<file path="config.mk">
export PLATFORM = sky130hd
export DESIGN_NAME = serial_rx
export DESIGN_NICKNAME = d
export VERILOG_FILES = /design/src/rx_pkg.sv /design/src/serial_rx.sv /design/src/dec_8b10b.sv /design/src/word_align_fsm.sv /design/src/deser_bitslip.sv
export SDC_FILE = /design/constraint.sdc
export NUM_CORES = 1
export LEC_CHECK = 0
export BUFFER_PORTS_ARGS = -buffer_cell sky130_fd_sc_hd__buf_2
export CAP_MARGIN = 20
export CORE_ASPECT_RATIO = 0.75
export CORE_MARGIN = 10
export CORE_UTILIZATION = 66
export DETAILED_ROUTE_END_ITERATION = 7
export GPL_ROUTABILITY_DRIVEN = 0
export PLACE_DENSITY = 0.86
export SKIP_CTS_REPAIR_TIMING = 1
export SYNTH_ARGS = -nofsm -noshare
export SYNTH_HDL_FRONTEND = slang
export SYNTH_SLANG_ARGS = --single-unit
</file>
<file path="constraint.sdc">
create_clock -name FCLK -period 6.3 [get_ports FCLK]
set_input_delay 0.315 -clock FCLK [delete_from_list [all_inputs] [get_ports FCLK]]
set_output_delay 0.315 -clock FCLK [all_outputs]
set_load 0.05 [all_outputs]
</file>
<file path="src/rx_pkg.sv">
package rx_pkg;

    localparam int unsigned word_bits = 10;
    localparam int unsigned byte_bits = 8;

    // strobes spent in WAIT after a slip or a lost lock
    localparam int unsigned wait_words = 2;

    typedef logic [word_bits-1:0] word_t;   // abcdei fghj with a at the msb
    typedef logic [byte_bits-1:0] byte_t;   // HGF EDCBA
    typedef logic [5:0]           sb6_t;    // abcdei sub-block
    typedef logic [3:0]           sb4_t;    // fghj sub-block

    // K28.1 in both forms named by the disparity of the word itself
    localparam word_t k28_1_pos = 10'b00_1111_1001;
    localparam word_t k28_1_neg = 10'b11_0000_0110;

    // K28 6b forms
    localparam sb6_t k28_6b_pos = 6'b001111;
    localparam sb6_t k28_6b_neg = 6'b110000;

    // neutral codes that still depend on the running disparity
    localparam sb6_t d07_6b_hi  = 6'b111000;   // only after negative rd
    localparam sb6_t d07_6b_lo  = 6'b000111;   // only after positive rd
    localparam sb4_t dx3_4b_hi  = 4'b1100;     // only after negative rd
    localparam sb4_t dx3_4b_lo  = 4'b0011;     // only after positive rd

    // alternate 7 forms
    localparam sb4_t dxa7_4b_hi = 4'b0111;
    localparam sb4_t dxa7_4b_lo = 4'b1000;

    typedef enum logic [2:0] {
        START,
        WAIT,
        CHECK,
        BITSHIFT,
        LOCKED
    } align_state_e;

endpackage
</file>
<file path="src/serial_rx.sv">
`timescale 1ns/1ps

module serial_rx (
    input  logic          FCLK,
    input  logic          reset,
    input  logic          serial_in,
    output rx_pkg::byte_t rx_data,
    output logic          rx_k,
    output logic          rx_valid,
    output logic          rx_err,
    output logic          locked
);

    rx_pkg::word_t word;
    logic          word_stb;
    logic          bitslip;
    rx_pkg::byte_t dec_byte;
    logic          dec_k;
    logic          dec_err;
    logic          dec_stb;

    deser_bitslip deser_i (
        .FCLK      (FCLK),
        .reset     (reset),
        .serial_in (serial_in),
        .bitslip   (bitslip),
        .word      (word),
        .word_stb  (word_stb)
    );

    word_align_fsm align_i (
        .FCLK     (FCLK),
        .reset    (reset),
        .word     (word),
        .word_stb (word_stb),
        .dec_err  (dec_err),
        .bitslip  (bitslip),
        .locked   (locked)
    );

    dec_8b10b dec_i (
        .FCLK     (FCLK),
        .reset    (reset),
        .word     (word),
        .word_stb (word_stb),
        .dec_byte (dec_byte),
        .dec_k    (dec_k),
        .dec_err  (dec_err),
        .dec_stb  (dec_stb)
    );

    assign rx_data  = dec_byte;
    assign rx_k     = dec_k;
    assign rx_valid = dec_stb & locked;   // nothing leaves while searching
    assign rx_err   = dec_err & locked;   // locked still high on the bad word

endmodule

</file>
<file path="src/dec_8b10b.sv">
`timescale 1ns/1ps

module dec_8b10b (
    input  logic          FCLK,
    input  logic          reset,
    input  rx_pkg::word_t word,
    input  logic          word_stb,
    output rx_pkg::byte_t dec_byte,
    output logic          dec_k,
    output logic          dec_err,
    output logic          dec_stb
);

    rx_pkg::sb6_t sb6;
    rx_pkg::sb4_t sb4;
    rx_pkg::sb4_t sb4_val;   // fghj as looked up
    logic [4:0]   edcba;
    logic [2:0]   hgf;
    logic [2:0]   ones6;
    logic [2:0]   ones4;
    logic         valid6;
    logic         valid4;
    logic         is_k28;
    logic         is_a7;
    logic         is_k;
    logic         a7_ok;
    logic         rd;        // running disparity, 1 is positive
    logic         rd6;
    logic         rd_next;
    logic         disp_err;
    logic         code_err;

    assign sb6 = word[9:4];
    assign sb4 = word[3:0];

    assign ones6 = 3'($countones(sb6));
    assign ones4 = 3'($countones(sb4));

    assign is_k28 = (sb6 == rx_pkg::k28_6b_pos) || (sb6 == rx_pkg::k28_6b_neg);

    // K28 in its negative form uses the complemented 4b table
    assign sb4_val = (sb6 == rx_pkg::k28_6b_neg) ? ~sb4 : sb4;

    always_comb
    begin
        valid6 = 1'b1;
        case (sb6)
            6'b100111, 6'b011000:        edcba = 5'd0;
            6'b011101, 6'b100010:        edcba = 5'd1;
            6'b101101, 6'b010010:        edcba = 5'd2;
            6'b110001:                   edcba = 5'd3;
            6'b110101, 6'b001010:        edcba = 5'd4;
            6'b101001:                   edcba = 5'd5;
            6'b011001:                   edcba = 5'd6;
            rx_pkg::d07_6b_hi, rx_pkg::d07_6b_lo: edcba = 5'd7;
            6'b111001, 6'b000110:        edcba = 5'd8;
            6'b100101:                   edcba = 5'd9;
            6'b010101:                   edcba = 5'd10;
            6'b110100:                   edcba = 5'd11;
            6'b001101:                   edcba = 5'd12;
            6'b101100:                   edcba = 5'd13;
            6'b011100:                   edcba = 5'd14;
            6'b010111, 6'b101000:        edcba = 5'd15;
            6'b011011, 6'b100100:        edcba = 5'd16;
            6'b100011:                   edcba = 5'd17;
            6'b010011:                   edcba = 5'd18;
            6'b110010:                   edcba = 5'd19;
            6'b001011:                   edcba = 5'd20;
            6'b101010:                   edcba = 5'd21;
            6'b011010:                   edcba = 5'd22;
            6'b111010, 6'b000101:        edcba = 5'd23;
            6'b110011, 6'b001100:        edcba = 5'd24;
            6'b100110:                   edcba = 5'd25;
            6'b010110:                   edcba = 5'd26;
            6'b110110, 6'b001001:        edcba = 5'd27;
            6'b001110:                   edcba = 5'd28;
            6'b101110, 6'b010001:        edcba = 5'd29;
            6'b011110, 6'b100001:        edcba = 5'd30;
            6'b101011, 6'b010100:        edcba = 5'd31;
            rx_pkg::k28_6b_pos, rx_pkg::k28_6b_neg: edcba = 5'd28;
            default:
            begin
                edcba  = 5'd0;
                valid6 = 1'b0;
            end
        endcase
    end

    always_comb
    begin
        valid4 = 1'b1;
        is_a7  = 1'b0;
        case (sb4_val)
            4'b1011, 4'b0100:                   hgf = 3'd0;
            4'b1001:                            hgf = 3'd1;
            4'b0101:                            hgf = 3'd2;
            rx_pkg::dx3_4b_hi, rx_pkg::dx3_4b_lo: hgf = 3'd3;
            4'b1101, 4'b0010:                   hgf = 3'd4;
            4'b1010:                            hgf = 3'd5;
            4'b0110:                            hgf = 3'd6;
            4'b1110, 4'b0001:                   hgf = 3'd7;
            rx_pkg::dxa7_4b_hi, rx_pkg::dxa7_4b_lo:
            begin
                hgf   = 3'd7;
                is_a7 = 1'b1;
            end
            default:
            begin
                hgf    = 3'd0;
                valid4 = 1'b0;
            end
        endcase
    end

    // A7 marks K23/27/29/30.7, and data only for x = 11, 13, 14, 17, 18, 20
    assign is_k  = is_k28 || (is_a7 && (edcba == 5'd23 || edcba == 5'd27
                                     || edcba == 5'd29 || edcba == 5'd30));
    assign a7_ok = !is_a7 || is_k || edcba == 5'd11 || edcba == 5'd13
                || edcba == 5'd14 || edcba == 5'd17 || edcba == 5'd18 || edcba == 5'd20;

    // the rd that follows each sub-block comes from the code itself,
    // so a bad word also resyncs rd to the word's own disparity
    always_comb
    begin
        disp_err = 1'b0;
        rd6      = rd;
        if (ones6 > 3'd3)
        begin
            rd6      = 1'b1;
            disp_err = rd;
        end
        else if (ones6 < 3'd3)
        begin
            rd6      = 1'b0;
            disp_err = !rd;
        end
        else if (sb6 == rx_pkg::d07_6b_hi)
        begin
            disp_err = rd;
        end
        else if (sb6 == rx_pkg::d07_6b_lo)
        begin
            disp_err = !rd;
        end

        rd_next = rd6;
        if (ones4 > 3'd2)
        begin
            rd_next  = 1'b1;
            disp_err = disp_err | rd6;
        end
        else if (ones4 < 3'd2)
        begin
            rd_next  = 1'b0;
            disp_err = disp_err | !rd6;
        end
        else if (sb4 == rx_pkg::dx3_4b_hi)
        begin
            disp_err = disp_err | rd6;
        end
        else if (sb4 == rx_pkg::dx3_4b_lo)
        begin
            disp_err = disp_err | !rd6;
        end
    end

    assign code_err = !valid6 || !valid4 || !a7_ok;

    always_ff @(posedge FCLK)
    begin
        if (reset)
        begin
            rd      <= 1'b0;
            dec_stb <= 1'b0;
            dec_err <= 1'b0;
        end
        else
        begin
            dec_stb <= word_stb;
            dec_err <= word_stb & (code_err | disp_err);
            if (word_stb)
            begin
                rd <= rd_next;
            end
        end
    end

    always_ff @(posedge FCLK)
    begin
        if (word_stb)
        begin
            dec_byte <= {hgf, edcba};
            dec_k    <= is_k;
        end
    end

endmodule

</file>
<file path="src/word_align_fsm.sv">
`timescale 1ns/1ps

module word_align_fsm (
    input  logic          FCLK,
    input  logic          reset,
    input  rx_pkg::word_t word,
    input  logic          word_stb,
    input  logic          dec_err,
    output logic          bitslip,
    output logic          locked
);

    rx_pkg::align_state_e state;
    rx_pkg::word_t        prev_word;
    logic [1:0]           wait_cnt;
    logic                 comma_pair;
    logic                 wait_done;

    // K28.1 pair of opposite disparity, either order
    assign comma_pair = (word == rx_pkg::k28_1_pos && prev_word == rx_pkg::k28_1_neg)
                     || (word == rx_pkg::k28_1_neg && prev_word == rx_pkg::k28_1_pos);

    assign wait_done = (wait_cnt == 2'(rx_pkg::wait_words - 1));

    assign bitslip = (state == rx_pkg::BITSHIFT);   // BITSHIFT lasts one cycle

    always_ff @(posedge FCLK)
    begin
        if (word_stb)
        begin
            prev_word <= word;
        end
    end

    always_ff @(posedge FCLK)
    begin
        if (reset)
        begin
            state    <= rx_pkg::START;
            wait_cnt <= 2'd0;
            locked   <= 1'b0;
        end
        else
        begin
            case (state)
                rx_pkg::START:
                begin
                    if (word_stb)
                    begin
                        state    <= rx_pkg::WAIT;
                        wait_cnt <= 2'd0;
                    end
                end
                rx_pkg::WAIT:
                begin
                    if (word_stb)
                    begin
                        if (wait_done)
                        begin
                            state <= rx_pkg::CHECK;
                        end
                        else
                        begin
                            wait_cnt <= wait_cnt + 2'd1;
                        end
                    end
                end
                rx_pkg::CHECK:
                begin
                    if (word_stb)
                    begin
                        if (comma_pair)
                        begin
                            state  <= rx_pkg::LOCKED;
                            locked <= 1'b1;
                        end
                        else
                        begin
                            state <= rx_pkg::BITSHIFT;
                        end
                    end
                end
                rx_pkg::BITSHIFT:
                begin
                    state    <= rx_pkg::WAIT;   // let the new boundary settle
                    wait_cnt <= 2'd0;
                end
                rx_pkg::LOCKED:
                begin
                    if (dec_err)   // only valid with dec_stb
                    begin
                        state    <= rx_pkg::WAIT;
                        wait_cnt <= 2'd0;
                        locked   <= 1'b0;
                    end
                end
                default:
                begin
                    state  <= rx_pkg::START;
                    locked <= 1'b0;
                end
            endcase
        end
    end

endmodule

</file>
<file path="src/deser_bitslip.sv">
`timescale 1ns/1ps

module deser_bitslip (
    input  logic          FCLK,
    input  logic          reset,
    input  logic          serial_in,
    input  logic          bitslip,
    output rx_pkg::word_t word,
    output logic          word_stb
);

    localparam int unsigned nb = rx_pkg::word_bits;

    rx_pkg::word_t   shift_reg;   // oldest bit ends at the msb
    logic [nb-1:0]   ring;        // one-hot word phase

    always_ff @(posedge FCLK)
    begin
        shift_reg <= {shift_reg[nb-2:0], serial_in};
    end

    // a slip rotates by two, so the tap comes one cycle early;
    // the aligner slips well after the tap, never on ring[nb-1]
    always_ff @(posedge FCLK)
    begin
        if (reset)
        begin
            ring <= {{(nb-1){1'b0}}, 1'b1};
        end
        else if (bitslip)
        begin
            ring <= {ring[nb-3:0], ring[nb-1:nb-2]};
        end
        else
        begin
            ring <= {ring[nb-2:0], ring[nb-1]};
        end
    end

    always_ff @(posedge FCLK)
    begin
        if (reset)
        begin
            word_stb <= 1'b0;
        end
        else
        begin
            word_stb <= ring[0];   // pulse with the new word
        end
    end

    always_ff @(posedge FCLK)
    begin
        if (ring[0])
        begin
            word <= shift_reg;
        end
    end

endmodule

</file>
## Word level (Yosys, flattened, before mapping)

Index checks and enable logic that the tools add are counted.
W data, S select, Z words.

| cells by class | value |
|---|---|
| add/sub/neg operators | 9 |
| magnitude comparators | 4 |
| equality and inequality tests | 90 |
| mux-type cells | 35 |
| bitwise logic cells | 8 |
| reduce and logical (&&, ||, !) cells | 50 |

Operators with widths:

| cell | number |
|---|---|
| $pmux W5 S31 | 1 |
| $eq A6 B6 Y1 const B | 24 |
| $eq A6 B5 Y1 const B | 14 |
| $reduce_or A48 Y1 | 1 |
| $eq A6 B4 Y1 const B | 7 |
| $eq A5 B5 Y1 const B | 7 |
| $eq A4 B4 Y1 const B | 8 |
| $reduce_or A2 Y1 | 16 |
| $pmux W3 S7 | 1 |
| $eq A10 B10 Y1 const B | 2 |
| $eq A10 B8 Y1 const B | 2 |
| $eq A6 B3 Y1 const B | 3 |
| $mux W1 | 18 |
| $mux W3 | 6 |
| $eq A4 B3 Y1 const B | 4 |
| $eq A5 B4 Y1 const B | 3 |
| $logic_or A1 B1 Y1 | 15 |
| $pmux W3 S5 | 1 |
| $reduce_or A14 Y1 | 1 |
| $eq A4 B2 Y1 const B | 3 |
| $add A1 B1 Y2 | 5 |
| $mux W10 | 1 |
| $reduce_and A5 Y1 | 2 |
| $add A3 B3 Y3 | 3 |
| other kinds (25) | 48 |

| word-level totals | value |
|---|---|
| register bits after elaboration | 59 |
| input port bits | 3 |
| output and inout port bits | 12 |
| word-level logic and storage cells | 209 |

## Depth between registers and ports, before layout

| depth | value |
|---|---|
| depth in word-level cells | 20 |
| mapped depth | 11 |
| mapped depth without buffers | 10 |

## By module

A second synthesis with hierarchy kept.

| second synthesis, totals | value |
|---|---|
| cells, all modules | 351 |
| area total of the unflattened synthesis | 3482.1 µm² |

By module, submodules not included:

| module | times used | cells an instance | area an instance (µm²) |
|---|---|---|---|
| dec_8b10b | 1 | 220 | 1781.7 |
| deser_bitslip | 1 | 54 | 882.1 |
| word_align_fsm | 1 | 75 | 805.8 |
| serial_rx | 1 | 2 | 12.5 |

## Least setup slack after synthesis

OpenSTA, ideal clock, no wires.

| timing | value |
|---|---|
| kind | reg-to-reg |
| from | reg deser_i.word[6] |
| to | reg dec_i.dec_k, data pin |
| library setup time | 262 ps |
| data arrival time | 2609 ps |
| slack | 3429 ps |
| cell stages (with the launch flop) | 12 |
| period minus slack after synthesis | 2871 ps |
| cell sequence | edfxtp_1 > inv_1 > ha_1 > buf_6 > o311ai_4 > nand3_1 > or3_1 > or4_4 > buf_6 > nand4b_1 > a41oi_1 > or2_2 |

| on the way | value |
|---|---|
| longest elaborated chain between the ends | 9 |
| elaborated cells between the ends (all ways) | 76 |
| classes of those cells | 52 x eq/ne; 3 x mux; 21 x reduce/logical |

RTL lines:

| element | line | text |
|---|---|---|
| start: declaration | deser_bitslip.sv:8 | `output rx_pkg::word_t word,` |
| start signal: assignment | deser_bitslip.sv:56 | `word <= shift_reg;` |
| $eq A6 B4 Y1, or another cell as far along | dec_8b10b.sv:47 | `case (sb6)` |
| $reduce_or A3 Y1 (no line) or $reduce_or A2 Y1 (tied branches) | -- |  |
| $pmux W5 S31 * | dec_8b10b.sv:47 |  |
| via dec_i.edcba[1] | dec_8b10b.sv:17 | `logic [4:0] edcba;` |
| $eq A5 B5 Y1 | dec_8b10b.sv:116 | `assign is_k = is_k28 \|\| (is_a7 && (edcba == 5'd23 \|\| edcba == 5'd27` |
| $logic_or A1 B1 Y1 | dec_8b10b.sv:116 |  |
| $logic_or A1 B1 Y1 | dec_8b10b.sv:117 | `\|\| edcba == 5'd29 \|\| edcba == 5'd30));` |
| $logic_or A1 B1 Y1 * | dec_8b10b.sv:117 |  |
| $logic_and A1 B1 Y1 * | dec_8b10b.sv:116 |  |
| $logic_or A1 B1 Y1 * | dec_8b10b.sv:116 |  |
| via dec_i.is_k | dec_8b10b.sv:25 | `logic is_k;` |
| end signal: assignment | dec_8b10b.sv:193 | `dec_k <= is_k;` |
| end: declaration | dec_8b10b.sv:9 | `output logic dec_k,` |

The timed path passes the listed nets; every way through them passes the cells marked *.
A chain may end at the register's enable or synchronous reset.

## Final worst setup path

| timing | value |
|---|---|
| from | reg deser_i.word[6] |
| to | reg dec_i.dec_k, data pin |

| on the way | value |
|---|---|
| longest elaborated chain between the ends | 9 |
| elaborated cells between the ends (all ways) | 76 |
| classes of those cells | 52 x eq/ne; 3 x mux; 21 x reduce/logical |

RTL lines:

| element | line |
|---|---|
| $eq A6 B4 Y1, or another cell as far along | dec_8b10b.sv:47 |
| $reduce_or A3 Y1 (no line) or $reduce_or A2 Y1 (tied branches) | -- |
| $pmux W5 S31 | dec_8b10b.sv:47 |
| $eq A5 B5 Y1 | dec_8b10b.sv:116 |
| $logic_or A1 B1 Y1 | dec_8b10b.sv:116 |
| $logic_or A1 B1 Y1 (2 in a row) | dec_8b10b.sv:117 |
| $logic_and A1 B1 Y1 | dec_8b10b.sv:116 |
| $logic_or A1 B1 Y1 * | dec_8b10b.sv:116 |
| via dec_i.is_k | dec_8b10b.sv:25 |

Marked as above.

==> impl_metrics.toml <==
[outcome]
run_status = "finished clean"

[placed_design]
detailed_placement_wirelength_estimate_mm = 4.97
post_dp_cell_area_um2 = 3430
portBuffers = 14
placement.setup.worst_slack_ps = 3230
placedCellCount = 395

[power]
cell_internal_pwr_mw = 0.660
p_sw_mw = 0.267
share_seq_of_total_power = 0.472
ir_worst_vdd_mv = 0.209
pwr-share-clk = 0.371
netSwitchingFraction = 0.288
share_comb_of_total_power = 0.156
power.static_leakage_nw = 1.52
p_per_area_nw_per_um2 = 253
totalPowerFinal_mw = 0.927

[routing]
via_per_inst = 6.45
postRouteWirelength_mm = 6.98
drt_iter0_markers = 308
wl_per_cell_um = 16.9
route.vias.total = 2658
ant_nets = 0
drt_pre_antenna_iters = 5
drt_drc_violations_left = 0

[grt]
aggregate_global_route_resource_usage = 0.172
first_global_vias = 2376
grt_remaining_overflow = 0
antenna_found_initial = 0
grt_start_max_net_pins = 29
global_route_wire_length_before_repair_mm = 11.4

[floorplanning]
die_h_um = 82.1
ports = 15
die_span_x_um = 103
core.rowCount = 22
initial_utilization = 0.688
die-area_um2 = 8440
core_area_um2 = 4930

[synthesis]
syn-instance-count = 343
synth_seq_area_share = 0.434
yosys.cell_types.count = 60
yosys.area.top_type = "sky130_fd_sc_hd__edfxtp_1"
synth_warnings = 0
async_flop_share = 0
synth_top_cells_by_area = "sky130_fd_sc_hd__edfxtp_1 26%, sky130_fd_sc_hd__dfxtp_1 18%, sky130_fd_sc_hd__ha_1 9.2%"
dominantRegCellSynth = "sky130_fd_sc_hd__dfxtp_1"
yosysMostFrequentCell = "sky130_fd_sc_hd__nor2_1"
synth-seq-cells = 59
synth_common_cells = "33 x sky130_fd_sc_hd__nor2_1, 30 x sky130_fd_sc_hd__dfxtp_1, 29 x sky130_fd_sc_hd__edfxtp_1"
synth.cell_area_um2 = 3390
edff_count_synth = 29
netlist.area_leader.share = 0.257
synthesis.area_per_instance_um2 = 9.89
synthesis.nets = 373

[layout]
register_area_um2 = 1470
multi_input_area_um2 = 1760
num-fill-cells = 343
nets = 377
diodes = 0
drive_above_1_share = 0.139
finalInstanceArea_um2 = 3660
syn_to_final_growth_pct = 7.86
final-instance-count-excl-fill = 412
final_util = 0.743

[setup_path]
critPathArrivalTime_ps = 3210
crit_path_max_fanout = 13
worstSetupPathType = "flip-flop to flip-flop"
worst_path_required_ps = 6390
endpoint_kind = "flip-flop"
worst_r2r_path_depth = 9
crit-reg2reg-capture = "dec_i.dec_k"
timing.critical_path.mode_cell = "sky130_fd_sc_hd__nand3_1"
worstReg2RegStart = "deser_i.word[6]"
cpPeakStageDelay_ps = 610
crit_chain = "inv_1 -> ha_1 -> nand3_1 -> nand3_1 -> or4_1 -> or2_1 -> nand4b_1 -> a41oi_1 -> or2_2"
startpoint_type = "flip-flop"
slowest_cell_on_the_critical_path = "sky130_fd_sc_hd__or4_1"
reg2reg_setup_slack_ps = 3180

[worst_hold_path]
min_delay_worst_endpoint = "deser_i.shift_reg[0]"
hold-path-cell-count = 1
holdCritPathClass = "input port to flip-flop"
worstHoldStart = "serial_in"

[timing]
timing.final.max_slew_violations = 0
worst_clock_skew_ps = 10.9
max_slew.worst_pin.slew_ps = 647
layout_worst_path_cycle_share = 0.496
unrepaired_setup_endpoints_after_global_routing = "no"
setup_tns_ps = 0
setup_slack_ps = 3180
crit_path_time_final_ps = 3120
final_layout_worst_hold_slack_ps = 77.0
relSlewSlack = 0.568
timing_hold_violations_final = 0
timing.final.setup_violations = 0
max_freq_ghz = 0.320

[clock_network]
clk_root_buffer_cell = "sky130_fd_sc_hd__clkbuf_8"
htreeDepth = 3
numClockSinks = 59
clk_transition_reported_paths_ps = 70
tritoncts_clock_tree = "yes"
ctsLongestPathBuffers = 2
cts-buffers-inserted = 9
worstSkewPairLatency_ps = 340

[flow_run]
drv.max_cap_violation_count = 0
-- worst max path at each step --
stage	start	endpoint	slack, ps	cells after the start
floorplan	deser_i.word[6]	dec_i.dec_k	3430	11
finish	deser_i.word[6]	dec_i.dec_k	3180	9
detailed placement	deser_i.word[6]	dec_i.dec_k	3230	9
global placement	deser_i.word[4]	dec_i.dec_k	3370	9
CTS	deser_i.word[6]	dec_i.dec_k	3210	9
global route	deser_i.word[4]	dec_i.dec_k	3010	9
-- area by class of cell --
| class | count | share of cell area |
|---|---|---|
| inverters | 15 | 0.0154 |
| well taps | 60 | 0.0205 |
| multi-input cells | 247 | 0.481 |
| clock inverters | 7 | 0.0209 |
| clock buffers | 9 | 0.0339 |
| repair buffers | 15 | 0.0267 |
| flip-flops and latches | 59 | 0.402 |
-- critical path, delay by kind of cell, from the launching register on --
family,cells,cell delay (ps)
simple gates,6,1790
fa+ha+maj,1,380
flops,1,430
buf+inv,1,90
compound gates,1,160
-- power groups by stage --
stage          Combinational, mW  Sequential [mW]  Clock, mW
6_report                   0.145            0.438      0.344
2_1_floorplan              0.102            0.454          0
5_1_grt                    0.157            0.440      0.369
4_1_cts                    0.138            0.440      0.349
3_3_place_gp               0.131            0.447          0
3_5_place_dp               0.137            0.449          0
-- kinds of logic (layout without fill, tap and decap cells) --
| group | after synthesis | count (layout) | synth area share |
|---|---|---|---|
| AO/OA/AOI/OAI | 77 | 77 | 0.164 |
| XOR/XNOR | 3 | 3 | 0.00775 |
| adder cells (fa/ha/maj) | 27 | 27 | 0.104 |
| buffers and inverters | 37 | 46 | 0.0480 |
| flip-flops | 59 | 59 | 0.434 |
| multiplexers | 12 | 12 | 0.0354 |
| AND/OR/NAND/NOR | 128 | 128 | 0.207 |
-- cell usage in the layout (no fill, tap or decap), drive strengths merged, types with 6 or more instances in the layout --
cell type	netlist	layout
a21oi	14	14
a22o	9	9
and3	6	6
buf	6	15
clkbuf	16	9
dfxtp	30	30
edfxtp	29	29
ha	25	25
inv	15	17
mux2i	12	12
nand2	22	22
nand3	20	20
nand4b	9	9
nor2	33	33
nor3	6	6
o21ai	15	15
-- routing by layer --
| layer | global-route usage | routed length (um) |
|---|---|---|
| met2 | 0.252 | 3050 |
| met3 | 0.0696 | 709 |
| met1 | 0.225 | 3140 |
| met5 | 0 | 0 |
| met4 | 0.0609 | 73 |
No activity file was read; power rests on OpenSTA's default activity.
